<file path="config.mk">
export PLATFORM = sky130hd
export DESIGN_NAME = game_display_top
export DESIGN_NICKNAME = d
export VERILOG_FILES = /design/src/design/game_pkg.sv /design/src/design/draw_background.sv /design/src/design/draw_marker.sv /design/src/design/game_display_top.sv /design/src/design/game_mode_ctrl.sv /design/src/design/vga_timing.sv
export SDC_FILE = /design/constraint.sdc
export NUM_CORES = 1
export LEC_CHECK = 0
export BUFFER_PORTS_ARGS = -buffer_cell sky130_fd_sc_hd__buf_2
export CELL_PAD_IN_SITES_DETAIL_PLACEMENT = 1
export CELL_PAD_IN_SITES_GLOBAL_PLACEMENT = 1
export CORE_UTILIZATION = 44
export CTS_CLUSTER_SIZE = 10
export DETAILED_ROUTE_END_ITERATION = 16
export PLACE_DENSITY_LB_ADDON = 0.2
export SETUP_SLACK_MARGIN = 0.2
export SYNTH_ARGS = -nofsm -noshare
export SYNTH_HDL_FRONTEND = slang
export SYNTH_SLANG_ARGS = --single-unit
export TNS_END_PERCENT = 1
</file>
<file path="constraint.sdc">
create_clock -name clk -period 4.4 [get_ports clk]
set_input_delay 0.66 -clock clk [delete_from_list [all_inputs] [get_ports clk]]
set_output_delay 0.66 -clock clk [all_outputs]
set_load 0.05 [all_outputs]
</file>
<file path="src/design/game_pkg.sv">
package game_pkg;

    // Horizontal raster geometry for 1024x768 at a 65 MHz pixel rate
    localparam logic [11:0] h_active     = 12'd1024;
    localparam logic [11:0] h_total      = 12'd1344;
    localparam logic [11:0] h_sync_start = 12'd1048;
    localparam logic [11:0] h_sync_end   = 12'd1184;

    // Vertical raster geometry in lines
    localparam logic [11:0] v_active     = 12'd768;
    localparam logic [11:0] v_total      = 12'd806;
    localparam logic [11:0] v_sync_start = 12'd771;
    localparam logic [11:0] v_sync_end   = 12'd777;

    // Playfield inner bounds and ring thickness
    localparam logic [11:0] top_v_line    = 12'd317;
    localparam logic [11:0] bottom_v_line = 12'd617;
    localparam logic [11:0] left_h_line   = 12'd361;
    localparam logic [11:0] right_h_line  = 12'd661;
    localparam logic [11:0] border        = 12'd10;

    localparam logic [11:0] marker_size = 12'd16;

    // Colours as 4-bit R, G, B
    localparam logic [11:0] col_black   = 12'h000;
    localparam logic [11:0] col_white   = 12'hfff;
    localparam logic [11:0] col_yellow  = 12'hff0;
    localparam logic [11:0] col_red     = 12'hf00;
    localparam logic [11:0] col_green   = 12'h0f0;
    localparam logic [11:0] col_blue    = 12'h00f;
    localparam logic [11:0] col_victory = 12'h2f2;
    localparam logic [11:0] col_over    = 12'hf22;
    localparam logic [11:0] col_wait    = 12'h22f;
    localparam logic [11:0] col_marker  = 12'hfa0;

    typedef enum logic [2:0] {
        mode_menu    = 3'd0,
        mode_game    = 3'd1,
        mode_victory = 3'd2,
        mode_over    = 3'd3,
        mode_wait    = 3'd4
    } game_mode_e;

endpackage

</file>
<file path="src/design/draw_background.sv">
module draw_background (
    input  logic                clk,
    input  logic                rst,
    input  game_pkg::game_mode_e mode,
    input  logic [11:0]         hcount_in,
    input  logic [11:0]         vcount_in,
    input  logic                hsync_in,
    input  logic                vsync_in,
    input  logic                hblnk_in,
    input  logic                vblnk_in,
    output logic [11:0]         hcount_out,
    output logic [11:0]         vcount_out,
    output logic                hsync_out,
    output logic                vsync_out,
    output logic                hblnk_out,
    output logic                vblnk_out,
    output logic [11:0]         rgb
);

    import game_pkg::*;

    logic [11:0] rgb_nxt;
    logic        title_hit;
    logic        ring_hit;

    // Title bars use lower < x <= upper
    function automatic logic in_bar(input logic [11:0] x, input logic [11:0] y,
                                    input logic [11:0] x0, input logic [11:0] x1,
                                    input logic [11:0] y0, input logic [11:0] y1);
        return (x > x0) && (x <= x1) && (y > y0) && (y <= y1);
    endfunction

    // Playfield ring uses lower <= x < upper
    function automatic logic in_rect(input logic [11:0] x, input logic [11:0] y,
                                     input logic [11:0] x0, input logic [11:0] x1,
                                     input logic [11:0] y0, input logic [11:0] y1);
        return (x >= x0) && (x < x1) && (y >= y0) && (y < y1);
    endfunction

    always_comb begin
        title_hit =
            // M
            in_bar(hcount_in, vcount_in, 12'd170, 12'd210, 12'd90, 12'd250) ||
            in_bar(hcount_in, vcount_in, 12'd170, 12'd370, 12'd50, 12'd90)  ||
            in_bar(hcount_in, vcount_in, 12'd250, 12'd290, 12'd90, 12'd250) ||
            in_bar(hcount_in, vcount_in, 12'd330, 12'd370, 12'd90, 12'd250) ||
            // E
            in_bar(hcount_in, vcount_in, 12'd420, 12'd460, 12'd50, 12'd250)  ||
            in_bar(hcount_in, vcount_in, 12'd460, 12'd500, 12'd50, 12'd90)   ||
            in_bar(hcount_in, vcount_in, 12'd460, 12'd500, 12'd130, 12'd170) ||
            in_bar(hcount_in, vcount_in, 12'd460, 12'd500, 12'd210, 12'd250) ||
            // N
            in_bar(hcount_in, vcount_in, 12'd550, 12'd590, 12'd90, 12'd250) ||
            in_bar(hcount_in, vcount_in, 12'd550, 12'd670, 12'd50, 12'd90)  ||
            in_bar(hcount_in, vcount_in, 12'd630, 12'd670, 12'd90, 12'd250) ||
            // U
            in_bar(hcount_in, vcount_in, 12'd720, 12'd760, 12'd50, 12'd210)  ||
            in_bar(hcount_in, vcount_in, 12'd720, 12'd840, 12'd210, 12'd250) ||
            in_bar(hcount_in, vcount_in, 12'd800, 12'd840, 12'd50, 12'd210);

        // Left, top, bottom and right sides of the ring
        ring_hit =
            in_rect(hcount_in, vcount_in, left_h_line - border, left_h_line,
                    top_v_line - border, bottom_v_line + border) ||
            in_rect(hcount_in, vcount_in, left_h_line, right_h_line,
                    top_v_line - border, top_v_line) ||
            in_rect(hcount_in, vcount_in, left_h_line, right_h_line,
                    bottom_v_line, bottom_v_line + border) ||
            in_rect(hcount_in, vcount_in, right_h_line, right_h_line + border,
                    top_v_line - border, bottom_v_line + border);

        case (mode)
            mode_menu, mode_game: begin
                if (hblnk_in || vblnk_in) begin
                    rgb_nxt = col_black;
                end else if (vcount_in == 12'd0) begin
                    rgb_nxt = col_yellow;
                end else if (vcount_in == v_active - 12'd1) begin
                    rgb_nxt = col_red;
                end else if (hcount_in == 12'd0) begin
                    rgb_nxt = col_green;
                end else if (hcount_in == h_active - 12'd1) begin
                    rgb_nxt = col_blue;
                end else if ((mode == mode_menu) ? title_hit : ring_hit) begin
                    rgb_nxt = col_white;
                end else begin
                    rgb_nxt = col_black;
                end
            end
            // Flat screens cover blanking too
            mode_victory: rgb_nxt = col_victory;
            mode_over:    rgb_nxt = col_over;
            mode_wait:    rgb_nxt = col_wait;
            default:      rgb_nxt = col_black;
        endcase
    end

    always_ff @(posedge clk) begin
        if (rst) begin
            hcount_out <= 12'd0;
            vcount_out <= 12'd0;
            hsync_out  <= 1'b0;
            vsync_out  <= 1'b0;
            hblnk_out  <= 1'b0;
            vblnk_out  <= 1'b0;
            rgb        <= 12'd0;
        end else begin
            hcount_out <= hcount_in;
            vcount_out <= vcount_in;
            hsync_out  <= hsync_in;
            vsync_out  <= vsync_in;
            hblnk_out  <= hblnk_in;
            vblnk_out  <= vblnk_in;
            rgb        <= rgb_nxt;
        end
    end

endmodule

</file>
<file path="src/design/draw_marker.sv">
module draw_marker (
    input  logic                clk,
    input  logic                rst,
    input  game_pkg::game_mode_e mode,
    input  logic [11:0]         player_x,
    input  logic [11:0]         player_y,
    input  logic [11:0]         hcount_in,
    input  logic [11:0]         vcount_in,
    input  logic                hsync_in,
    input  logic                vsync_in,
    input  logic                hblnk_in,
    input  logic                vblnk_in,
    input  logic [11:0]         rgb_in,
    output logic [11:0]         vga_hcount,
    output logic [11:0]         vga_vcount,
    output logic                vga_hsync,
    output logic                vga_vsync,
    output logic                vga_blnk,
    output logic [11:0]         vga_rgb
);

    import game_pkg::*;

    // Mode delayed to match the pixel coming out of the painter
    game_mode_e  mode_q;
    logic [11:0] pos_x;
    logic [11:0] pos_y;
    logic        on_marker;

    always_comb begin
        // Keep the square inside the playfield interior
        if (player_x < left_h_line) begin
            pos_x = left_h_line;
        end else if (player_x > right_h_line - marker_size) begin
            pos_x = right_h_line - marker_size;
        end else begin
            pos_x = player_x;
        end
        if (player_y < top_v_line) begin
            pos_y = top_v_line;
        end else if (player_y > bottom_v_line - marker_size) begin
            pos_y = bottom_v_line - marker_size;
        end else begin
            pos_y = player_y;
        end

        on_marker = (mode_q == mode_game) && !hblnk_in && !vblnk_in &&
                    (hcount_in >= pos_x) && (hcount_in < pos_x + marker_size) &&
                    (vcount_in >= pos_y) && (vcount_in < pos_y + marker_size);
    end

    always_ff @(posedge clk) begin
        if (rst) begin
            mode_q     <= mode_menu;
            vga_hcount <= 12'd0;
            vga_vcount <= 12'd0;
            vga_hsync  <= 1'b0;
            vga_vsync  <= 1'b0;
            vga_blnk   <= 1'b0;
            vga_rgb    <= 12'd0;
        end else begin
            mode_q     <= mode;
            vga_hcount <= hcount_in;
            vga_vcount <= vcount_in;
            vga_hsync  <= hsync_in;
            vga_vsync  <= vsync_in;
            vga_blnk   <= hblnk_in | vblnk_in;
            vga_rgb    <= on_marker ? col_marker : rgb_in;
        end
    end

endmodule

</file>
<file path="src/design/game_display_top.sv">
module game_display_top (
    input  logic                 clk,
    input  logic                 rst,
    input  logic                 btn_left,
    input  logic                 click,
    input  logic                 play_hit,
    input  logic                 win,
    input  logic                 lose,
    input  logic                 multi,
    input  logic                 peer_ready,
    input  logic [11:0]          player_x,
    input  logic [11:0]          player_y,
    output logic [11:0]          vga_hcount,
    output logic [11:0]          vga_vcount,
    output logic                 vga_hsync,
    output logic                 vga_vsync,
    output logic                 vga_blnk,
    output logic [11:0]          vga_rgb,
    output game_pkg::game_mode_e mode
);

    // Raw raster from the timing generator
    logic [11:0] hcount;
    logic [11:0] vcount;
    logic        hsync;
    logic        vsync;
    logic        hblnk;
    logic        vblnk;

    // Raster and colour after the background stage
    logic [11:0] bg_hcount;
    logic [11:0] bg_vcount;
    logic        bg_hsync;
    logic        bg_vsync;
    logic        bg_hblnk;
    logic        bg_vblnk;
    logic [11:0] bg_rgb;

    vga_timing u_vga_timing (
        .clk    (clk),
        .rst    (rst),
        .hcount (hcount),
        .vcount (vcount),
        .hsync  (hsync),
        .vsync  (vsync),
        .hblnk  (hblnk),
        .vblnk  (vblnk)
    );

    game_mode_ctrl u_game_mode_ctrl (
        .clk        (clk),
        .rst        (rst),
        .btn_left   (btn_left),
        .click      (click),
        .play_hit   (play_hit),
        .win        (win),
        .lose       (lose),
        .multi      (multi),
        .peer_ready (peer_ready),
        .mode       (mode)
    );

    draw_background u_draw_background (
        .clk        (clk),
        .rst        (rst),
        .mode       (mode),
        .hcount_in  (hcount),
        .vcount_in  (vcount),
        .hsync_in   (hsync),
        .vsync_in   (vsync),
        .hblnk_in   (hblnk),
        .vblnk_in   (vblnk),
        .hcount_out (bg_hcount),
        .vcount_out (bg_vcount),
        .hsync_out  (bg_hsync),
        .vsync_out  (bg_vsync),
        .hblnk_out  (bg_hblnk),
        .vblnk_out  (bg_vblnk),
        .rgb        (bg_rgb)
    );

    draw_marker u_draw_marker (
        .clk        (clk),
        .rst        (rst),
        .mode       (mode),
        .player_x   (player_x),
        .player_y   (player_y),
        .hcount_in  (bg_hcount),
        .vcount_in  (bg_vcount),
        .hsync_in   (bg_hsync),
        .vsync_in   (bg_vsync),
        .hblnk_in   (bg_hblnk),
        .vblnk_in   (bg_vblnk),
        .rgb_in     (bg_rgb),
        .vga_hcount (vga_hcount),
        .vga_vcount (vga_vcount),
        .vga_hsync  (vga_hsync),
        .vga_vsync  (vga_vsync),
        .vga_blnk   (vga_blnk),
        .vga_rgb    (vga_rgb)
    );

endmodule

</file>
<file path="src/design/game_mode_ctrl.sv">
module game_mode_ctrl (
    input  logic                clk,
    input  logic                rst,
    input  logic                btn_left,
    input  logic                click,
    input  logic                play_hit,
    input  logic                win,
    input  logic                lose,
    input  logic                multi,
    input  logic                peer_ready,
    output game_pkg::game_mode_e mode
);

    import game_pkg::*;

    game_mode_e mode_nxt;

    always_comb begin
        mode_nxt = mode;
        // Board button leaves any screen other than the menu
        if (btn_left && (mode != mode_menu)) begin
            mode_nxt = mode_menu;
        end else begin
            case (mode)
                mode_menu: begin
                    if (play_hit) begin
                        mode_nxt = multi ? mode_wait : mode_game;
                    end
                end
                mode_wait: begin
                    if (peer_ready) begin
                        mode_nxt = mode_game;
                    end
                end
                mode_game: begin
                    // A win beats a loss in the same cycle
                    if (win) begin
                        mode_nxt = mode_victory;
                    end else if (lose) begin
                        mode_nxt = mode_over;
                    end
                end
                mode_victory: begin
                    if (click) begin
                        mode_nxt = mode_menu;
                    end
                end
                mode_over: begin
                    // Click anywhere goes back to menu, PLAY restarts
                    if (click) begin
                        mode_nxt = mode_menu;
                    end else if (play_hit) begin
                        mode_nxt = mode_game;
                    end
                end
                default: begin
                    mode_nxt = mode_menu;
                end
            endcase
        end
    end

    always_ff @(posedge clk) begin
        if (rst) begin
            mode <= mode_menu;
        end else begin
            mode <= mode_nxt;
        end
    end

endmodule

</file>
<file path="src/design/vga_timing.sv">
module vga_timing (
    input  logic        clk,
    input  logic        rst,
    output logic [11:0] hcount,
    output logic [11:0] vcount,
    output logic        hsync,
    output logic        vsync,
    output logic        hblnk,
    output logic        vblnk
);

    import game_pkg::*;

    logic [11:0] hcount_nxt;
    logic [11:0] vcount_nxt;
    logic        h_wrap;

    // Flags come from the next counter values so they line up with the counters
    always_comb begin
        h_wrap = (hcount == h_total - 12'd1);
        if (h_wrap) begin
            hcount_nxt = 12'd0;
        end else begin
            hcount_nxt = hcount + 12'd1;
        end

        if (!h_wrap) begin
            vcount_nxt = vcount;
        end else if (vcount == v_total - 12'd1) begin
            vcount_nxt = 12'd0;
        end else begin
            vcount_nxt = vcount + 12'd1;
        end
    end

    always_ff @(posedge clk) begin
        if (rst) begin
            hcount <= 12'd0;
            vcount <= 12'd0;
            hsync  <= 1'b0;
            vsync  <= 1'b0;
            hblnk  <= 1'b0;
            vblnk  <= 1'b0;
        end else begin
            hcount <= hcount_nxt;
            vcount <= vcount_nxt;
            // Sync window is start inclusive, end exclusive
            hsync  <= (hcount_nxt >= h_sync_start) && (hcount_nxt < h_sync_end);
            vsync  <= (vcount_nxt >= v_sync_start) && (vcount_nxt < v_sync_end);
            hblnk  <= (hcount_nxt >= h_active);
            vblnk  <= (vcount_nxt >= v_active);
        end
    end

endmodule

</file>
==> impl_metrics.csv <==
group,metric,value,unit
route,vias_per_cell,5.70,
sta,fmax,0.258,GHz
sta,fin_setup_tns,0,ns
synthesis,netlist_instances,768,
setup_path,worstSetupStartpoint,"player_y[2]",
synthesis,synth_flop_cell,"dfxtp_1",
clock_network,cts_resized,0,
synthesis,synth_edf_count,0,
clock_network,cts_sinks,102,
cells_and_area,num-nets-final,904,
cells_and_area,utilization,0.506,
setup_path,path_depth,17,
route,drc,0,
power,max-vdd-ir-drop,183,uV
synthesis,synth_common_cells,"102 x dfxtp_1, 87 x nor2_1, 60 x nor2b_1",
route,drt_wl_total,17700,um
synthesis,ys_seq_area_frac,0.328,
floorplan,row_count,43,
setup_path,crit_chain,"buf_2 > or2_2 > a31oi_1 > o21ai_0 > a211oi_1 > nor2b_2 > nand2_1 > ha_1 > nor2b_1 > o21ai_0 > nand2b_1 > a21oi_1 > o21ai_0 > a21o_1 > a21oi_1 > o2111ai_1 > and3b_1",
setup_path,crit_type,"in -> reg",
route,vias,5721,
placement,io_buffers,74,
sta,finalSetupViolations,0,
sta,period_needed,3.88,ns
synthesis,yosysTopAreaCell,"dfxtp_1",
floorplan,die_area,14600,sq um
setup_path,critPathRequiredTime,4.64,ns
setup_path,endpoint_kind,"register",
hold_path,hp-class,"reg -> reg",
sta,rsz0062_at_grt,"false",
route,drt_iter0_drc,337,
clock_network,cts_setup_buffers,0,
setup_path,r2r-end,"u_vga_timing.vsync",
clock_network,cts_root_buf,"clkbuf_16",
floorplan,core,13800,sq um
sta,finalHoldViolCount,0,
sta,tightest_slew,1.03,ns
setup_path,rrSetupSlack,1.03,ns
setup_path,cpMaxStageDelayCell,"nor2b_2",
global_routing,grt_pass1_wl,28900,um
setup_path,path_common_cell,"o21ai_0",
sta,slew_violations,0,
global_routing,grt_pass1_vias,5738,
clock_network,cts_tree,"done",
placement,gp_congestion,0.851,
cells_and_area,n_antenna_cell,0,
global_routing,overflow,0,
synthesis,synth_seq_cells,102,
clock_network,cts_buffers,9,
floorplan,start_util,0.450,
synthesis,synth.distinct_cells,75,
setup_path,endpoint,"u_draw_marker.vga_rgb[3]",
floorplan,ioPinCount,75,
run_status,outcome,"complete, no violations",
setup_path,crit_path_start_kind,"input port",
route,drtPass1Iterations,4,
floorplan,die_x,121,um
placement,dpl.hpwl,13200,um
synthesis,yosys.cell_count.top_type,"dfxtp_1",
route,wire_per_inst,17.6,um
global_routing,track_usage,0.250,
synthesis,syn_area,6230,sq um
setup_path,cp_data_arrival_time,4.12,ns
setup_path,cp.buffers_inverters,1,
sta,slew_headroom,0.313,
sta,hold_ws,0.440,ns
cells_and_area,areaGrowthSynthToFinish,12.3,%
placement,preCtsSetupSlack,0.230,ns
route,antenna_left,0,
cells_and_area,fill_cells,1709,
synthesis,syn_avg_cell_area,8.11,sq um
setup_path,path_max_fanout,7,
power,p_leak,2.93,nW
clock_network,cts_hold_buf,0,
floorplan,die_h,121,um
cells_and_area,final_layout_size_suffix_gt1_frac,0.142,
power,pwr_density_cell,300,nW/um^2
clock_network,clkLatencyLatePin,0.35,ns
sta,setup_ws,0.521,ns
setup_path,reg2reg_from,"u_vga_timing.hcount[2]",
sta,clock_skew,0.0140,ns
synthesis,synth_top_area_share,0.328,
clock_network,htreeDepth,3,
synthesis,yosysWarnings,0,
job,maxCapViolations,0,
clock_network,clk_pin_slew,0.08,ns
setup_path,critPathMaxStageDelay,0.36,ns
setup_path,worstRegToRegCells,9,
global_routing,antenna_found_initial,0,
clock_network,clk_path_buf_depth,2,
synthesis,synthTopCellsByArea,"dfxtp_1 33%, ha_1 10%, nor2b_1 6.0%, nor2_1 5.2%, a21oi_1 4.1%",
setup_path,cp_top_family,"compound AO/OA/AOI/OAI gates",
sta,period_share,0.882,
global_routing,grt_max_degree,73,
synthesis,async_reset_ff_frac,0,
## power breakdown
part	total (W)	switching [W]	internal (W)
Clock	0.000839	0.000372	0.000467
Sequential	0.000980	0.0000305	0.000949
Combinational	0.000281	0.000186	0.0000946
## metrics by stage
| step | std cells | power [W] | cell area, sq um |
|---|---|---|---|
| floorplan | 775 | 0.00120 | 6250 |
| global placement | 988 | 0.00126 | 6670 |
| detailed placement | 988 | 0.00128 | 6670 |
| CTS | 1004 | 0.00211 | 6990 |
| global route | 1004 | 0.00218 | 6990 |
| finish | 1004 | 0.00210 | 6990 |
## layer usage
layer  vias up  part of all wire  GRT usage
li1       2816                 -          -
met1      2751              0.47      0.331
met2       121              0.48      0.410
met3        33             0.030     0.0310
met4         0             0.025      0.102
met5         -                 0          0
## placed cells by master (no fill, tap or decap), types with 13 or more instances in the layout
master,instances
ha_1,52
nand2_1,51
buf_2,74
dfxtp_1,102
inv_1,27
nand3_1,22
a21oi_1,51
nor2_1,87
o21ai_0,35
nand2b_1,13
nor3_1,23
xnor2_1,18
nor2b_1,59
## final cells by class
class | count | area [sq um] | area share
well taps | 180 | 225 | 0.0322
repair buffers | 82 | 430 | 0.0616
clock buffers | 10 | 239 | 0.0342
multi-input cells | 596 | 3870 | 0.554
clock inverters | 6 | 75.1 | 0.0107
inverters | 28 | 105 | 0.0150
flip-flops and latches | 102 | 2040 | 0.292
## state kept, by name, summed over array words and instances (netlist names), 3 cells and up
| name | cells |
|---|---|
| u_vga_timing.vcount | 12 |
| u_draw_marker.vga_rgb | 7 |
| u_draw_marker.vga_hcount | 12 |
| u_draw_background.vcount_out | 12 |
| u_vga_timing.hcount | 12 |
| u_game_mode_ctrl.mode | 3 |
| u_draw_marker.vga_vcount | 12 |
| u_draw_marker.mode_q | 3 |
| u_draw_background.rgb | 6 |
| u_draw_background.hcount_out | 12 |
## worst register-to-register path: cells and delay by family (launching register included)
family	cells	cell delay, ns
compound gates	2	0.31
flops	1	0.83
simple gates	7	2.13
## cells by family (layout without fill, tap and decap cells)
kind of cell	after synthesis	count (layout)	synth area share
AOI/OAI and AO/OA	170	170	0.180
xor gates and xnor gates	25	25	0.0352
adders and majority gates	52	52	0.105
buffers and inverters	77	126	0.0545
DFF	102	102	0.328
muxes	5	5	0.00804
other	1	8	0.000602
and+or+nand+nor	336	336	0.289
## worst min path at each step
stage | startpoint | end | slack (ns) | cells after the start
after global placement | u_draw_background.vsync_out | u_draw_marker.vga_vsync | 0.42 | 1
after CTS | u_vga_timing.vsync | u_draw_background.vsync_out | 0.45 | 1
after detailed placement | u_draw_background.rgb[10] | u_draw_marker.vga_rgb[10] | 0.42 | 2
after global routing | u_vga_timing.vsync | u_draw_background.vsync_out | 0.46 | 1
after floorplan | u_draw_background.rgb[10] | u_draw_marker.vga_rgb[10] | 0.41 | 2
final | u_vga_timing.vsync | u_draw_background.vsync_out | 0.44 | 1
Note: power is estimated with default switching activity, not from simulation.
